**src/include/nts_parser_consts.svh**
```systemverilog
// NTS parser constants
// Widths, FSM state codes, UDP length limits and frame offsets
`ifndef NTS_PARSER_CONSTS_SVH
`define NTS_PARSER_CONSTS_SVH

// --------------------
// Widths
// --------------------
// Word address into the receive buffer
`define NTS_ADDR_WIDTH 10
// Byte address, three more bits for the byte lane
`define NTS_BYTE_ADDR_WIDTH (`NTS_ADDR_WIDTH + 3)

// Extension table size
`define NTS_EXT_BITS 3
`define NTS_EXT_FIELDS 8

// --------------------
// Control FSM states
// --------------------
`define NTS_ST_IDLE          4'h0
`define NTS_ST_COPY          4'h1
`define NTS_ST_EXTRACT       4'h2
`define NTS_ST_LENGTH_CHECKS 4'h3
`define NTS_ST_WALK          4'h4
`define NTS_ST_DONE          4'h5
`define NTS_ST_ERROR         4'hf

// UDP header + minimum NTP payload + smallest extension
`define NTS_UDP_LEN_MIN 64
// Largest UDP payload over IPv4
`define NTS_UDP_LEN_MAX 65507

// --------------------
// Frame layout
// --------------------
`define NTS_ETHERTYPE_IPV4 16'h0800
`define NTS_ETH_HDR_BYTES  14
`define NTS_UDP_HDR_BYTES  8
`define NTS_NTP_HDR_BYTES  48

`endif

```
**src/verilog/nts_parser_pkg.sv**
```systemverilog
// NTS parser types
// Frame word views and the byte address type shared by the blocks
`include "nts_parser_consts.svh"

package nts_parser_pkg;

  // One 64-bit frame word, big-endian
  // Byte 0 and halfword 0 sit in the top bits
  typedef union packed {
    logic [0:7][7:0]  bytes;
    logic [0:3][15:0] halves;
  } frame_word_u;

  // Byte address into the frame
  typedef logic [`NTS_BYTE_ADDR_WIDTH-1:0] byte_addr_t;

endpackage

```
**src/verilog/extension_walker.sv**
```systemverilog
// NTP extension walker
// Reads tag/length words over the buffer port and fills the extension table
`timescale 1ns/10ps
`include "nts_parser_consts.svh"

module extension_walker (
  input  logic                       i_clk,
  input  logic                       i_areset,
  input  logic                       i_clear,
  input  logic                       i_walk_start,
  input  nts_parser_pkg::byte_addr_t i_ntp_addr,
  input  nts_parser_pkg::byte_addr_t i_mem_bound,
  // Receive buffer read port
  input  logic                       i_rd_wait,
  input  logic                       i_rd_dv,
  input  logic [31:0]                i_rd_data,
  output nts_parser_pkg::byte_addr_t o_rd_addr,
  output logic                       o_rd_en,
  // Walk result
  output logic                       o_walk_done,
  output logic                       o_walk_fail,
  // Table readout
  input  logic [`NTS_EXT_BITS-1:0]   i_ext_sel,
  output logic [15:0]                o_ext_tag,
  output logic [15:0]                o_ext_length,
  output nts_parser_pkg::byte_addr_t o_ext_addr,
  output logic [`NTS_EXT_BITS:0]     o_ext_count
);

  logic                       active;
  logic                       pending;
  logic                       issue;
  logic                       store;
  nts_parser_pkg::byte_addr_t cur_addr;
  logic [`NTS_EXT_BITS-1:0]   slot;
  logic [16:0]                next_addr;
  logic                       len_bad;
  logic                       past_end;
  logic                       at_end;
  logic                       table_full;

  // Extension table
  logic [15:0]                ext_tag [`NTS_EXT_FIELDS];
  logic [15:0]                ext_len [`NTS_EXT_FIELDS];
  nts_parser_pkg::byte_addr_t ext_adr [`NTS_EXT_FIELDS];

  // One outstanding read at a time
  assign issue = active && !pending && !i_rd_wait;
  assign store = active && pending && i_rd_dv;
  assign slot  = o_ext_count[`NTS_EXT_BITS-1:0];

  // --------------------
  // Next entry address
  // --------------------
  // Tag is the upper half of the read word, length the lower half
  assign next_addr  = {{(17 - `NTS_BYTE_ADDR_WIDTH){1'b0}}, cur_addr} +
                      {1'b0, i_rd_data[15:0]};
  // Extensions are zero padded to 4 byte boundaries
  assign len_bad    = (i_rd_data[1:0] != 2'b00);
  assign past_end   = next_addr > {{(17 - `NTS_BYTE_ADDR_WIDTH){1'b0}}, i_mem_bound};
  assign at_end     = next_addr == {{(17 - `NTS_BYTE_ADDR_WIDTH){1'b0}}, i_mem_bound};
  assign table_full = (slot == `NTS_EXT_BITS'(`NTS_EXT_FIELDS - 1));

  always_ff @(posedge i_clk or posedge i_areset) begin
    if (i_areset) begin
      active      <= 1'b0;
      pending     <= 1'b0;
      o_rd_en     <= 1'b0;
      o_rd_addr   <= '0;
      cur_addr    <= '0;
      o_ext_count <= '0;
      o_walk_done <= 1'b0;
      o_walk_fail <= 1'b0;
    end else if (i_clear) begin
      active      <= 1'b0;
      pending     <= 1'b0;
      o_rd_en     <= 1'b0;
      o_ext_count <= '0;
      o_walk_done <= 1'b0;
      o_walk_fail <= 1'b0;
    end else begin
      // Read enable and result flags are single-cycle pulses
      o_rd_en     <= issue;
      o_walk_done <= 1'b0;
      o_walk_fail <= 1'b0;
      if (i_walk_start) begin
        active      <= 1'b1;
        pending     <= 1'b0;
        cur_addr    <= i_ntp_addr;
        o_ext_count <= '0;
      end else if (issue) begin
        pending   <= 1'b1;
        o_rd_addr <= cur_addr;
      end else if (store) begin
        pending     <= 1'b0;
        o_ext_count <= o_ext_count + 1'b1;
        if (len_bad || past_end) begin
          active      <= 1'b0;
          o_walk_fail <= 1'b1;
        end else if (at_end) begin
          active      <= 1'b0;
          o_walk_done <= 1'b1;
        end else if (table_full) begin
          // Eighth entry stored and the chain still goes on
          active      <= 1'b0;
          o_walk_fail <= 1'b1;
        end else begin
          cur_addr <= next_addr[`NTS_BYTE_ADDR_WIDTH-1:0];
        end
      end
    end
  end

  // --------------------
  // Table storage
  // --------------------
  always_ff @(posedge i_clk) begin
    if (i_clear || i_walk_start) begin
      for (int i = 0; i < `NTS_EXT_FIELDS; i++) begin
        ext_tag[i] <= '0;
        ext_len[i] <= '0;
        ext_adr[i] <= '0;
      end
    end else if (store) begin
      ext_tag[slot] <= i_rd_data[31:16];
      ext_len[slot] <= i_rd_data[15:0];
      ext_adr[slot] <= cur_addr;
    end
  end

  assign o_ext_tag    = ext_tag[i_ext_sel];
  assign o_ext_length = ext_len[i_ext_sel];
  assign o_ext_addr   = ext_adr[i_ext_sel];

endmodule

```
**src/verilog/frame_byte_counter.sv**
```systemverilog
// Frame byte counter
// Counts burst words and forms the exact byte bound of the frame
`timescale 1ns/10ps
`include "nts_parser_consts.svh"

module frame_byte_counter (
  input  logic                       i_clk,
  input  logic                       i_areset,
  input  logic                       i_clear,
  input  logic                       i_process,
  input  logic [7:0]                 i_last_word_data_valid,
  output nts_parser_pkg::byte_addr_t o_mem_bound,
  output logic                       o_mask_bad
);

  logic                       proc_q;
  logic [`NTS_ADDR_WIDTH-1:0] word_cnt;
  logic [3:0]                 last_bytes;
  logic [3:0]                 mask_bytes;
  logic                       first_word;
  logic                       burst_end;

  // Burst edges
  assign first_word = i_process & ~proc_q;
  assign burst_end  = proc_q & ~i_process;

  // Mask must be low-aligned and contiguous, zero flags a bad mask
  always_comb begin
    case (i_last_word_data_valid)
      8'b0000_0001: mask_bytes = 4'd1;
      8'b0000_0011: mask_bytes = 4'd2;
      8'b0000_0111: mask_bytes = 4'd3;
      8'b0000_1111: mask_bytes = 4'd4;
      8'b0001_1111: mask_bytes = 4'd5;
      8'b0011_1111: mask_bytes = 4'd6;
      8'b0111_1111: mask_bytes = 4'd7;
      8'b1111_1111: mask_bytes = 4'd8;
      default:      mask_bytes = 4'd0;
    endcase
  end

  // --------------------
  // Word count and bound
  // --------------------
  always_ff @(posedge i_clk or posedge i_areset) begin
    if (i_areset) begin
      proc_q      <= 1'b0;
      word_cnt    <= '0;
      o_mask_bad  <= 1'b0;
      o_mem_bound <= '0;
    end else if (i_clear) begin
      proc_q      <= 1'b0;
      word_cnt    <= '0;
      o_mask_bad  <= 1'b0;
      o_mem_bound <= '0;
    end else begin
      proc_q <= i_process;
      // word_cnt holds N-1 at the end of the burst
      if (first_word) begin
        word_cnt   <= '0;
        o_mask_bad <= (mask_bytes == 4'd0);
      end else if (i_process) begin
        word_cnt <= word_cnt + 1'b1;
      end
      // Full words times 8 plus the bytes of the last word
      if (burst_end) begin
        o_mem_bound <= {word_cnt, 3'b000} +
                       {{(`NTS_BYTE_ADDR_WIDTH - 4){1'b0}}, last_bytes};
      end
    end
  end

  // Last-word byte count, taken in the first burst cycle
  always_ff @(posedge i_clk) begin
    if (first_word) begin
      last_bytes <= mask_bytes;
    end
  end

endmodule

```
**src/verilog/ip_field_capture.sv**
```systemverilog
// IP field capture
// Picks ethertype, version/IHL and UDP length out of the word stream
`timescale 1ns/10ps
`include "nts_parser_consts.svh"

module ip_field_capture (
  input  logic                        i_clk,
  input  logic                        i_areset,
  input  logic                        i_clear,
  input  logic                        i_process,
  input  nts_parser_pkg::frame_word_u i_data,
  output logic                        o_is_ipv4,
  output nts_parser_pkg::byte_addr_t  o_ntp_addr,
  output logic [15:0]                 o_udp_length
);

  logic                       proc_q;
  logic [`NTS_ADDR_WIDTH-1:0] next_idx;
  logic [`NTS_ADDR_WIDTH-1:0] word_idx;
  logic                       first_word;
  logic [15:0]                ethertype;
  logic [7:0]                 ver_ihl;
  nts_parser_pkg::byte_addr_t ihl_bytes;
  nts_parser_pkg::byte_addr_t udp_len_pos;

  assign first_word = i_process & ~proc_q;

  // Index of the word on i_data in this cycle
  assign word_idx = first_word ? '0 : next_idx;

  // --------------------
  // Header offsets
  // --------------------
  // IP header length in bytes, IHL counts 32-bit words
  assign ihl_bytes = {{(`NTS_BYTE_ADDR_WIDTH - 6){1'b0}}, ver_ihl[3:0], 2'b00};

  // UDP length sits 4 bytes into the UDP header
  assign udp_len_pos = ihl_bytes +
                       nts_parser_pkg::byte_addr_t'(`NTS_ETH_HDR_BYTES + 4);

  // Extensions start after UDP header and fixed NTP header
  assign o_ntp_addr = ihl_bytes + nts_parser_pkg::byte_addr_t'(
                      `NTS_ETH_HDR_BYTES + `NTS_UDP_HDR_BYTES + `NTS_NTP_HDR_BYTES);

  // IPv4 needs the ethertype, version 4 and at least 5 header words
  assign o_is_ipv4 = (ethertype == `NTS_ETHERTYPE_IPV4) &&
                     (ver_ihl[7:4] == 4'd4) && (ver_ihl[3:0] >= 4'd5);

  // Word index tracking
  always_ff @(posedge i_clk or posedge i_areset) begin
    if (i_areset) begin
      proc_q   <= 1'b0;
      next_idx <= '0;
    end else if (i_clear) begin
      proc_q   <= 1'b0;
      next_idx <= '0;
    end else begin
      proc_q <= i_process;
      if (i_process) begin
        next_idx <= word_idx + 1'b1;
      end
    end
  end

  // --------------------
  // Field capture
  // --------------------
  always_ff @(posedge i_clk) begin
    if (first_word) begin
      // Fresh frame, stale fields must not pass the checks
      ethertype    <= '0;
      ver_ihl      <= '0;
      o_udp_length <= '0;
    end else if (i_process) begin
      // Word 1 holds bytes 8..15: ethertype at 12, version/IHL at 14
      if (word_idx == `NTS_ADDR_WIDTH'(1)) begin
        ethertype <= i_data.halves[2];
        ver_ihl   <= i_data.bytes[6];
      end
      // UDP length is always halfword aligned
      if (word_idx == udp_len_pos[`NTS_BYTE_ADDR_WIDTH-1:3]) begin
        o_udp_length <= i_data.halves[udp_len_pos[2:1]];
      end
    end
  end

endmodule

```
**src/verilog/nts_parser_top.sv**
```systemverilog
// NTS parser top
// Byte counting, IP field capture, control FSM and extension walk
`timescale 1ns/10ps
`include "nts_parser_consts.svh"

module nts_parser_top (
  input  logic                        i_clk,
  input  logic                        i_areset,
  input  logic                        i_clear,
  // Frame stream
  input  logic                        i_process,
  input  logic [7:0]                  i_last_word_data_valid,
  input  nts_parser_pkg::frame_word_u i_data,
  // Receive buffer read port
  input  logic                        i_rd_wait,
  input  logic                        i_rd_dv,
  input  logic [31:0]                 i_rd_data,
  output nts_parser_pkg::byte_addr_t  o_rd_addr,
  output logic                        o_rd_en,
  // Extension table readout
  input  logic [`NTS_EXT_BITS-1:0]    i_ext_sel,
  output logic [15:0]                 o_ext_tag,
  output logic [15:0]                 o_ext_length,
  output nts_parser_pkg::byte_addr_t  o_ext_addr,
  output logic [`NTS_EXT_BITS:0]      o_ext_count,
  // Status
  output logic                        o_busy,
  output logic                        o_done,
  output logic                        o_error
);

  nts_parser_pkg::byte_addr_t mem_bound;
  nts_parser_pkg::byte_addr_t ntp_addr;
  logic                       mask_bad;
  logic                       is_ipv4;
  logic [15:0]                udp_length;
  logic                       walk_start;
  logic                       walk_done;
  logic                       walk_fail;

  frame_byte_counter u_counter (
    .i_clk                  (i_clk),
    .i_areset               (i_areset),
    .i_clear                (i_clear),
    .i_process              (i_process),
    .i_last_word_data_valid (i_last_word_data_valid),
    .o_mem_bound            (mem_bound),
    .o_mask_bad             (mask_bad)
  );

  ip_field_capture u_capture (
    .i_clk        (i_clk),
    .i_areset     (i_areset),
    .i_clear      (i_clear),
    .i_process    (i_process),
    .i_data       (i_data),
    .o_is_ipv4    (is_ipv4),
    .o_ntp_addr   (ntp_addr),
    .o_udp_length (udp_length)
  );

  parser_ctrl_fsm u_fsm (
    .i_clk        (i_clk),
    .i_areset     (i_areset),
    .i_clear      (i_clear),
    .i_process    (i_process),
    .i_mask_bad   (mask_bad),
    .i_is_ipv4    (is_ipv4),
    .i_udp_length (udp_length),
    .i_ntp_addr   (ntp_addr),
    .i_mem_bound  (mem_bound),
    .i_walk_done  (walk_done),
    .i_walk_fail  (walk_fail),
    .o_walk_start (walk_start),
    .o_busy       (o_busy),
    .o_done       (o_done),
    .o_error      (o_error)
  );

  extension_walker u_walker (
    .i_clk        (i_clk),
    .i_areset     (i_areset),
    .i_clear      (i_clear),
    .i_walk_start (walk_start),
    .i_ntp_addr   (ntp_addr),
    .i_mem_bound  (mem_bound),
    .i_rd_wait    (i_rd_wait),
    .i_rd_dv      (i_rd_dv),
    .i_rd_data    (i_rd_data),
    .i_ext_sel    (i_ext_sel),
    .o_rd_addr    (o_rd_addr),
    .o_rd_en      (o_rd_en),
    .o_walk_done  (walk_done),
    .o_walk_fail  (walk_fail),
    .o_ext_tag    (o_ext_tag),
    .o_ext_length (o_ext_length),
    .o_ext_addr   (o_ext_addr),
    .o_ext_count  (o_ext_count)
  );

endmodule

```
**src/verilog/parser_ctrl_fsm.sv**
```systemverilog
// Parser control FSM
// Sequences copy, field extract, UDP length checks and the extension walk
`timescale 1ns/10ps
`include "nts_parser_consts.svh"

module parser_ctrl_fsm (
  input  logic                       i_clk,
  input  logic                       i_areset,
  input  logic                       i_clear,
  input  logic                       i_process,
  input  logic                       i_mask_bad,
  input  logic                       i_is_ipv4,
  input  logic [15:0]                i_udp_length,
  input  nts_parser_pkg::byte_addr_t i_ntp_addr,
  input  nts_parser_pkg::byte_addr_t i_mem_bound,
  input  logic                       i_walk_done,
  input  logic                       i_walk_fail,
  output logic                       o_walk_start,
  output logic                       o_busy,
  output logic                       o_done,
  output logic                       o_error
);

  logic [3:0]                   state;
  logic [3:0]                   state_next;
  logic                         proc_q;
  logic                         checks_fail;
  logic [`NTS_BYTE_ADDR_WIDTH:0] ntp_end;

  // --------------------
  // Length checks
  // --------------------
  // One spare bit so the first tag/length word cannot wrap
  assign ntp_end = {1'b0, i_ntp_addr} + (`NTS_BYTE_ADDR_WIDTH + 1)'(4);

  assign checks_fail = !i_is_ipv4 ||
                       (i_udp_length < 16'(`NTS_UDP_LEN_MIN)) ||
                       (i_udp_length > 16'(`NTS_UDP_LEN_MAX)) ||
                       // NTP packets always end on a 4 byte boundary
                       (i_udp_length[1:0] != 2'b00) ||
                       (ntp_end > {1'b0, i_mem_bound});

  // Next state
  always_comb begin
    state_next = state;
    case (state)
      `NTS_ST_IDLE: begin
        // Start only on a rising i_process, never mid-burst
        if (i_process && !proc_q) begin
          state_next = `NTS_ST_COPY;
        end
      end
      `NTS_ST_COPY: begin
        // Bad mask aborts at once, 2 cycles after the burst starts
        if (i_mask_bad) begin
          state_next = `NTS_ST_ERROR;
        end else if (!i_process) begin
          state_next = `NTS_ST_EXTRACT;
        end
      end
      // Bound and fields settle here
      `NTS_ST_EXTRACT:       state_next = `NTS_ST_LENGTH_CHECKS;
      `NTS_ST_LENGTH_CHECKS: state_next = checks_fail ? `NTS_ST_ERROR : `NTS_ST_WALK;
      `NTS_ST_WALK: begin
        if (i_walk_fail) begin
          state_next = `NTS_ST_ERROR;
        end else if (i_walk_done) begin
          state_next = `NTS_ST_DONE;
        end
      end
      default: state_next = `NTS_ST_IDLE;
    endcase
  end

  always_ff @(posedge i_clk or posedge i_areset) begin
    if (i_areset) begin
      state  <= `NTS_ST_IDLE;
      proc_q <= 1'b0;
    end else if (i_clear) begin
      state  <= `NTS_ST_IDLE;
      proc_q <= 1'b0;
    end else begin
      state  <= state_next;
      proc_q <= i_process;
    end
  end

  // --------------------
  // Outputs
  // --------------------
  // DONE, ERROR and LENGTH_CHECKS last one cycle, so these are pulses
  assign o_walk_start = (state == `NTS_ST_LENGTH_CHECKS) && !checks_fail;
  assign o_busy       = (state != `NTS_ST_IDLE);
  assign o_done       = (state == `NTS_ST_DONE);
  assign o_error      = (state == `NTS_ST_ERROR);

endmodule
```
**config.mk**
```make
export PLATFORM = sky130hd
export DESIGN_NAME = nts_parser_top
export DESIGN_NICKNAME = d
export VERILOG_FILES = /design/src/verilog/nts_parser_pkg.sv /design/src/verilog/extension_walker.sv /design/src/verilog/frame_byte_counter.sv /design/src/verilog/ip_field_capture.sv /design/src/verilog/nts_parser_top.sv /design/src/verilog/parser_ctrl_fsm.sv
export VERILOG_INCLUDE_DIRS = /design/src /design/src/include
export SDC_FILE = /design/constraint.sdc
export NUM_CORES = 1
export LEC_CHECK = 0
export ABC_CLOCK_PERIOD_IN_PS = 17000
export BUFFER_PORTS_ARGS = -buffer_cell sky130_fd_sc_hd__buf_4
export CAP_MARGIN = 20
export CORE_ASPECT_RATIO = 1.75
export CORE_MARGIN = 3
export CORE_UTILIZATION = 45
export DETAILED_ROUTE_END_ITERATION = 8
export GPL_ROUTABILITY_DRIVEN = 0
export GPL_TIMING_DRIVEN = 0
export SYNTH_ARGS = -nofsm -noshare
export SYNTH_HDL_FRONTEND = slang
export SYNTH_SLANG_ARGS = --single-unit
```
**constraint.sdc**
```tcl
create_clock -name i_clk -period 17 [get_ports i_clk]
set_clock_uncertainty 0.2 [all_clocks]
set_input_delay 4.25 -clock i_clk [delete_from_list [all_inputs] [get_ports i_clk]]
set_output_delay 4.25 -clock i_clk [all_outputs]
set_load 0.01 [all_outputs]
```
* Word level (Yosys, flattened, before mapping)
Memory sizes are Yosys's and may differ from the RTL's. Index checks and enable logic that the tools add are counted. W data, S select, Z words.
Cells by class: equality and inequality tests 28, divide/modulo/power cells 0, shift-type cells 0, muxes and demuxes 72, add/sub/neg operators 8, order comparisons 6, bitwise operators 7, reductions and logical operators 42, multipliers 0
Operator list (count):
- $mux W13 | 9
- $mux W16 | 4
- $mux W10 | 6
- $mux W4 | 11
- $mux W1 | 36
- $bmux W16 S2 | 1
- $pmux W4 S8 | 1
- $reduce_or A16 Y1 | 2
- $add A10 B1 Y10 const B | 2
- $pmux W4 S5 | 1
- $add A13 B16 Y17 | 1
- $eq A17 B13 Y1 | 1
- $gt A17 B13 Y1 | 1
- $eq A16 B12 Y1 const B | 1
- $gt A16 B16 Y1 const B | 1
- $lt A16 B7 Y1 const B | 1
- $gt A14 B13 Y1 | 1
- $add A13 B4 Y13 | 1
- $reduce_or A13 Y1 | 1
- $eq A4 B3 Y1 const B | 3
- $reduce_bool A2 Y1 | 6
- $eq A10 B1 Y1 const B | 1
- $eq A10 B10 Y1 | 1
- $add A8 B3 Y9 const B | 1
- other kinds (35) | 69
Storage, ports and cells: bits in read-only memories 0, output and inout port bits 66, memories 3, latch bits 0, bits in registers 118, RAM bits 360
Memory list:
- u_walker.ext_len | depth 8, bits a word 16, read ports 1, clocked after memory_dff 0, write ports 8, RTL line extension_walker.sv:44 | logic [15:0] ext_len [`NTS_EXT_FIELDS];
- u_walker.ext_tag | depth 8, bits a word 16, read ports 1, clocked after memory_dff 0, write ports 8, RTL line extension_walker.sv:43 | logic [15:0] ext_tag [`NTS_EXT_FIELDS];
- u_walker.ext_adr | depth 8, bits a word 13, read ports 1, clocked after memory_dff 0, write ports 8, RTL line extension_walker.sv:45 | nts_parser_pkg::byte_addr_t ext_adr [`NTS_EXT_FIELDS];

* Depth between registers and ports, before layout
Gate-level depths: netlist (run 1).
depth in word-level cells 15, mapped depth 18

* Cells and area by module
Synthesis (run 1) repeated with hierarchy kept, for this count alone.
Unflattened totals: cell total of the unflattened synthesis 1846, area, all modules 23981.8 sq um
By module, submodules not included:
- extension_walker | times used 1, sequential area each 11686.2 sq um, area each 18883.1 sq um, cells an instance 1273
- ip_field_capture | times used 1, sequential area each 1076.0 sq um, area each 2626.3 sq um, cells an instance 290
- frame_byte_counter | times used 1, sequential area each 745.7 sq um, area each 1466.4 sq um, cells an instance 148
- parser_ctrl_fsm | times used 1, sequential area each 125.1 sq um, area each 1006.0 sq um, cells an instance 135

* Worst setup path after synthesis (run 1)
OpenSTA, ideal clock, no wires.
path kind input to output, start point in i_ext_sel[0], end point out o_ext_addr[0], path slack 6678 ps, stages on the path 4, arrival 5872 ps, path buffers 2, cells stage by stage clkbuf_1 buf_1 mux4_2 mux2_2
On the way: longest elaborated chain between the ends 1
RTL lines:
- start, declared | RTL line nts_parser_top.sv:21 | input logic [`NTS_EXT_BITS-1:0] i_ext_sel,
- $mem_v2 Z8 W13
- end, declared | RTL line nts_parser_top.sv:24 | output nts_parser_pkg::byte_addr_t o_ext_addr,
No other way between the ends.

* Worst setup path in the final report (run 1)
start point in i_ext_sel[0], end point out o_ext_length[15]
On the way: longest elaborated chain between the ends 1
RTL lines:
- $mem_v2 Z8 W16
- end, declared | RTL line nts_parser_top.sv:23 | output logic [15:0] o_ext_length,
No other way between the ends.

==> results of run 1 <==
==> state kept, by name, indices dropped and copies added, names as in the netlist, 8 cells and up <==
name,count
u_capture.ethertype,16
u_capture.next_idx,10
u_capture.o_udp_length,16
u_capture.ver_ihl,8
u_counter.o_mem_bound,13
u_counter.word_cnt,10
u_walker.cur_addr,13
u_walker.ext_adr,104
u_walker.ext_len,128
u_walker.ext_tag,128
u_walker.o_rd_addr,13
==> where the power goes <==
part	total (uW)	switching [uW]	internal (uW)
Combinational	292	166	127
Sequential	1320	18.4	1300
Clock	1050	458	593
Total	2660	642	2020
==> cells in the final DEF (no fill, tap or decap), types with 15 or more instances in the layout <==
cell       instances
xor2_1            15
mux4_2            90
buf_2             24
xnor2_1           20
edfxtp_1         364
buf_4            161
mux2i_1           44
nor2_1            90
clkbuf_1          74
nor4_1            44
ha_1              46
dfrtp_1           74
mux2_2            75
a21oi_1           40
clkbuf_16         47
dfxtp_1           40
inv_1             48
nand2_1           81
nor3_1            32
nand3_1           26
and2_1           315
o21ai_0           33
==> worst max-delay path: stages <==
cell,delay [ns]
clkbuf_1,0.43
buf_1,0.85
mux4_2,0.61
mux2_2,0.32
buf_4,0.16
==> area by class of cell <==
| class | count | area (um2) | share of cell area |
|---|---|---|---|
| Sequential cell | 478 | 13580 | 0.5042 |
| Multi-Input combinational cell | 1100 | 9002 | 0.3342 |
| Timing Repair Buffer | 167 | 1361 | 0.05054 |
| Clock buffer | 56 | 1220 | 0.04529 |
| Tap cell | 666 | 833.3 | 0.03093 |
| Buffer | 105 | 431.7 | 0.01602 |
| Clock inverter | 30 | 319.1 | 0.01184 |
| Inverter | 49 | 186.4 | 0.006921 |
==> cell families after synthesis <==
kind of cell,after synthesis,share of synthesized area
multiplexers,210,0.1437
AND/OR/NAND/NOR,651,0.1588
adder cells (fa/ha/maj),47,0.02574
other,1,0.0001621
AO/OA/AOI/OAI,156,0.04462
flip-flops,478,0.5872
buffers and inverters,154,0.02661
XOR/XNOR,35,0.01325
==> layer usage <==
metal / part of all wire / track usage / routed length, um / vias to the layer above
met5: 0 / 0 / 0 / -
met4: 0.046 / 0.1011 / 2949 / 0
met3: 0.045 / 0.03494 / 2894 / 144
met2: 0.56 / 0.4529 / 35520 / 428
met1: 0.35 / 0.2480 / 22250 / 7451
li1: - / - / - / 6825
==> per-stage QoR <==
| stage | instance area (um2) | hold slack [ns] |
|---|---|---|
| final | 26940 | 0.2641 |
| after global placement | 25160 | 0.2507 |
| after CTS | 26910 | 0.2658 |
| after floorplan | 23130 | 0.2428 |
| after global routing | 26940 | 0.2949 |
| after detailed placement | 25370 | 0.2492 |
==> path summary, 6_finish.rpt <==
| check | startpoint | slack, ns | end | cells past startpoint |
|---|---|---|---|---|
| worst max register to register | u_capture.ver_ihl[0]$_SDFFE_PP0P_ | 10.66 | u_walker.ext_len[4][0]$_SDFFCE_PN0P_ | 16 |
| min in group asynchronous | i_areset | 3.39 | u_walker.cur_addr[9]$_DFFE_PP0P_ | 2 |
| worst max-delay path | i_ext_sel[0] | 5.92 | o_ext_length[15] | 5 |
| worst min-delay path | u_counter.last_bytes[0]$_DFFE_PP_ | 0.26 | u_counter.o_mem_bound[0]$_DFFE_PP0P_ | 1 |
| worst min register to register | u_counter.last_bytes[0]$_DFFE_PP_ | 0.26 | u_counter.o_mem_bound[0]$_DFFE_PP0P_ | 1 |
| max in group asynchronous | i_areset | 12.64 | u_walker.o_rd_addr[5]$_DFFE_PP0P_ | 3 |
==> impl_metrics.tcl, run 1 <==
set metrics [dict create \
    wire_per_inst_um 23.99 \
    drtIter0Drc 827 \
    cts-htree-levels 2 \
    wl_mm 63.61 \
    synth-main-ff-cell "edfxtp_1" \
    post-route-period-util 0.6515 \
    grt_pass1_wl_mm 94.67 \
    ys_ff_latch 478 \
    startpoint_type "input port" \
    synth_cell_type_count 73 \
    grt_pass1_vias 15908 \
    nets 2107 \
    tritoncts "yes" \
    dr.pass1.iters 5 \
    synthCells 1732 \
    synthTopCellsByArea "edfxtp_1 (47%), mux4_2 (8.8%), and2_1 (8.5%)" \
    die_w_um 177.4 \
    drive_gt1_frac 0.2322 \
    async_reset_ff_frac 0.1548 \
    hpwl_mm 45.01 \
    ir_drop_v 0.00009567 \
    synthTopCellsByCount "edfxtp_1 (364), and2_1 (315), mux4_2 (90), nor2_1 (90), nand2_1 (81)" \
    ctsHoldBuffers 0 \
    hp-class "flop to flop" \
    rsz0062_at_grt "false" \
    vias 14848 \
    cts_sinks 478 \
    antenna_found_initial 0 \
    tightestPinTransition_ns 1.060 \
    antenna_cells 0 \
    synth_top_area_frac 0.4725 \
    cts_setup_buffers 0 \
    finalNonFillerCells 2651 \
    ys_warn_count 0 \
    synth_top_cell_by_area "edfxtp_1" \
    fill_cells 4438 \
    utilization 0.5310 \
    yosysMostFrequentCell "edfxtp_1" \
    power_density_mw_per_mm2 98.81 \
    area_growth_pct 16.44 \
    viasPerCell 5.601 \
    p_leak_uw 0.01038 \
    outcome "finished clean" \
    crit_type "input port to primary output" \
    finalSetupTns_ns 0 \
    syn_nets 1892 \
    crit_arrival_ns 6.63 \
    place_inst 2563 \
    setup_slack_ns 5.924 \
    numPortBuffers 159 \
    syn_avg_cell_area_um2 13.36 \
    required_ns 12.55 \
    seq_area_frac_synth 0.5872 \
    path_clk_slew_ns 0.06 \
    slew_headroom 0.2931 \
    grt_usage 0.2345 \
    period_minus_slack_ns 11.08 \
    post-place-ws_ns 5.814 \
    cts_root_buf "clkbuf_16" \
    endpoint_kind "primary output" \
    finalHoldViolations 0 \
    ant_nets 0 \
    finalMaxSlewViolations 0 \
    grt-ovfl-total 0 \
    initial_core_util 0.4560 \
    die-height_um 305.9 \
    synth_area_mm2 0.02313 \
    die-area_mm2 0.05427 \
    clock.fmax_mhz 90.29 \
    insertion_delay_ns 0.57 \
    finalPower_uw 2662 \
    core_mm2 0.05073 \
    cts_resized 0 \
    ios 179 \
    row_count 109 \
    clock_path_buffers 3 \
    drc 0 \
    drv_cap 0 \
    cts_buffers 46 \
    setup_viol 0 \
    synth_edf_count 364 \
    grt_max_degree 65 \
    worstPathMaxFanout 10 \
]
Note: power is estimated with default switching activity, not from simulation.
==> run 2, diff against run 1 <==
--- a/config.mk
+++ b/config.mk
@@ -6,7 +6,7 @@
 export SDC_FILE = /design/constraint.sdc
 export NUM_CORES = 1
 export LEC_CHECK = 0
-export ABC_CLOCK_PERIOD_IN_PS = 17000
+export ABC_CLOCK_PERIOD_IN_PS = 10000
 export BUFFER_PORTS_ARGS = -buffer_cell sky130_fd_sc_hd__buf_4
 export CAP_MARGIN = 20
 export CORE_ASPECT_RATIO = 1.75
@@ -15,6 +15,7 @@
 export DETAILED_ROUTE_END_ITERATION = 8
 export GPL_ROUTABILITY_DRIVEN = 0
 export GPL_TIMING_DRIVEN = 0
+export PLACE_DENSITY = 0.65
 export SYNTH_ARGS = -nofsm -noshare
 export SYNTH_HDL_FRONTEND = slang
 export SYNTH_SLANG_ARGS = --single-unit
==> constraint.sdc (replaced) <==
create_clock -name i_clk -period 10 [get_ports i_clk]
set_clock_uncertainty 0.2 [all_clocks]
set_input_delay 2.5 -clock i_clk [delete_from_list [all_inputs] [get_ports i_clk]]
set_output_delay 2.5 -clock i_clk [all_outputs]
set_load 0.01 [all_outputs]
==> run 2 against run 1 <==
  * Global-route usage grew 0.12 points
  * Flip-flop and latch count is the same
  * Power grew 67%
  * Critical path type unchanged
  * Clock power grew 63%
  * Die area is the same
  * Utilization shrank 0.15 points
  * Cell count shrank 0.23%
  * Wire length grew 0.16%
  * Setup slack lost 3.5 ns
==> impl_metrics.tcl, run 2 (synthesis results as in run 1) <==
set metrics [dict create \
    slew_headroom 0.3072 \
    multi_input_area_mm2 0.009002 \
    viasPerCell 5.670 \
    crit_type "input port to primary output" \
    drc 0 \
    grt_util_met3 0.03185 \
    cts_buffers 45 \
    tritoncts "yes" \
    grt_pass1_vias 16175 \
    startpoint_type "input port" \
    insertion_delay_ns 0.57 \
    setup_slack_ns 2.388 \
    cts-htree-levels 2 \
    ant_nets 0 \
    drtIter0Drc 979 \
    finalPower_uw 4448 \
    use_met1 0.2488 \
    core_mm2 0.05073 \
    hpwl_mm 44.93 \
    numPortBuffers 159 \
    ir_drop_v 0.0001488 \
    path_clk_slew_ns 0.06 \
    period_minus_slack_ns 7.612 \
    grt_usage 0.2357 \
    wl_mm 63.71 \
    tightestPinTransition_ns 1.039 \
    row_count 109 \
    nets 2107 \
    rsz0062_at_grt "false" \
    wire_per_inst_um 24.09 \
    outcome "finished clean" \
    ctsHoldBuffers 0 \
    vias 14997 \
    top_regs "u_walker.ext_len: 128 flops, u_walker.ext_tag: 128 flops, u_walker.ext_adr: 104 flops" \
    utilization 0.5294 \
    post-place-ws_ns 2.259 \
    path_cells "clkbuf_1 -> buf_1 -> mux4_2 -> mux2_2 -> buf_4" \
    grt_busiest_layer "met2" \
    holdPathStages 2 \
    grt_pass1_wl_mm 96.03 \
    fill_cells 4328 \
    grt.met2_usage 0.4610 \
    die_w_um 177.4 \
    antenna_found_initial 0 \
    grt-ovfl-total 0 \
    clock_path_buffers 3 \
    endpoint_kind "primary output" \
    die-height_um 305.9 \
    cpPeakStageDelay_ns 0.84 \
    worstPathMaxFanout 10 \
    whs_ns 0.2728 \
    cts_setup_buffers 0 \
    seqCellArea_mm2 0.01358 \
    slowest_stage "buf_1" \
    hp-class "flop to flop" \
    cts_sinks 478 \
    die-area_mm2 0.05427 \
    post-route-period-util 0.7612 \
    drive_gt1_frac 0.2335 \
    crit_arrival_ns 4.91 \
    mostFrequentLayoutCells "edfxtp_1 (364), and2_1 (315), buf_4 (161), nor2_1 (90), mux4_2 (90)" \
    drv_cap 0 \
    p_leak_uw 0.01037 \
    setup_viol 0 \
    area_growth_pct 16.11 \
    dr.pass1.iters 7 \
    ios 179 \
    antenna_cells 0 \
    finalMaxSlewViolations 0 \
    finalHoldViolations 0 \
    cts_resized 0 \
    grt_max_degree 70 \
    initial_core_util 0.4560 \
    cts_root_buf "clkbuf_16" \
    final_common_cell "edfxtp_1" \
    required_ns 7.30 \
    clock.fmax_mhz 131.4 \
    reg2reg_depth 16 \
    power_density_mw_per_mm2 165.6 \
]
==> run 2: cell count changes in the layout (fill, tap and decap cells not counted), moves of 3 or more <==
cell / delta
bufinv_16: -3
clkinv_2: +4
clkinvlp_4: -3
clkinv_4: -3
clkbuf_1: -5
==> run 2: layout make-up <==
type,count,share of cell area
multi-input cells,1100,0.3351
inverters,49,0.006941
clock buffers,56,0.04705
clock inverters,23,0.007127
flip-flops and latches,478,0.5057
well taps,666,0.03102
plain buffers,105,0.01607
repair buffers,168,0.05096
==> run 2: worst max-delay path: cells and delay by family <==
family                 cells  cell delay [ns]
multiplexers               2             0.97
buffers and inverters      3             1.45
==> run 2: power breakdown <==
part / internal (uW) / total (uW) / switching [uW]
sequential: 2210 / 2240 / 31.8
clock: 951 / 1710 / 758
combinational: 215 / 498 / 283
total: 3380 / 4450 / 1070
==> run 2: metal layers <==
| layer | up-vias | wire [um] | part of all wire |
|---|---|---|---|
| li1 | 6813 | - | - |
| met1 | 7529 | 21970 | 0.34 |
| met2 | 497 | 35860 | 0.56 |
| met3 | 158 | 3150 | 0.049 |
| met4 | 0 | 2732 | 0.043 |
| met5 | - | 0 | 0 |
==> run 2: path summary, 6_finish.rpt <==
check	endpoint	slack, ns	startpoint
min	u_counter.o_mem_bound[5]$_DFFE_PP0P_	0.27	u_counter.o_mem_bound[5]$_DFFE_PP0P_
min reg2reg	u_counter.o_mem_bound[5]$_DFFE_PP0P_	0.27	u_counter.o_mem_bound[5]$_DFFE_PP0P_
max in group asynchronous	u_capture.next_idx[0]$_DFFE_PP0P_	7.41	i_areset
max reg2reg	u_walker.ext_len[4][6]$_SDFFCE_PN0P_	3.60	u_capture.ver_ihl[0]$_SDFFE_PP0P_
min in group asynchronous	u_walker.o_rd_en$_DFF_PP0_	1.61	i_areset
max	o_ext_length[2]	2.39	i_ext_sel[0]
==> run 2: per-stage QoR <==
stage / cell area, um2 / instances / setup TNS, ns
3_3_place_gp: 25160 / 2557 / -58.25
2_1_floorplan: 23130 / 1732 / 0
3_5_place_dp: 25380 / 2564 / 0
4_1_cts: 26840 / 2643 / 0
6_report: 26860 / 2645 / 0
5_1_grt: 26860 / 2645 / 0
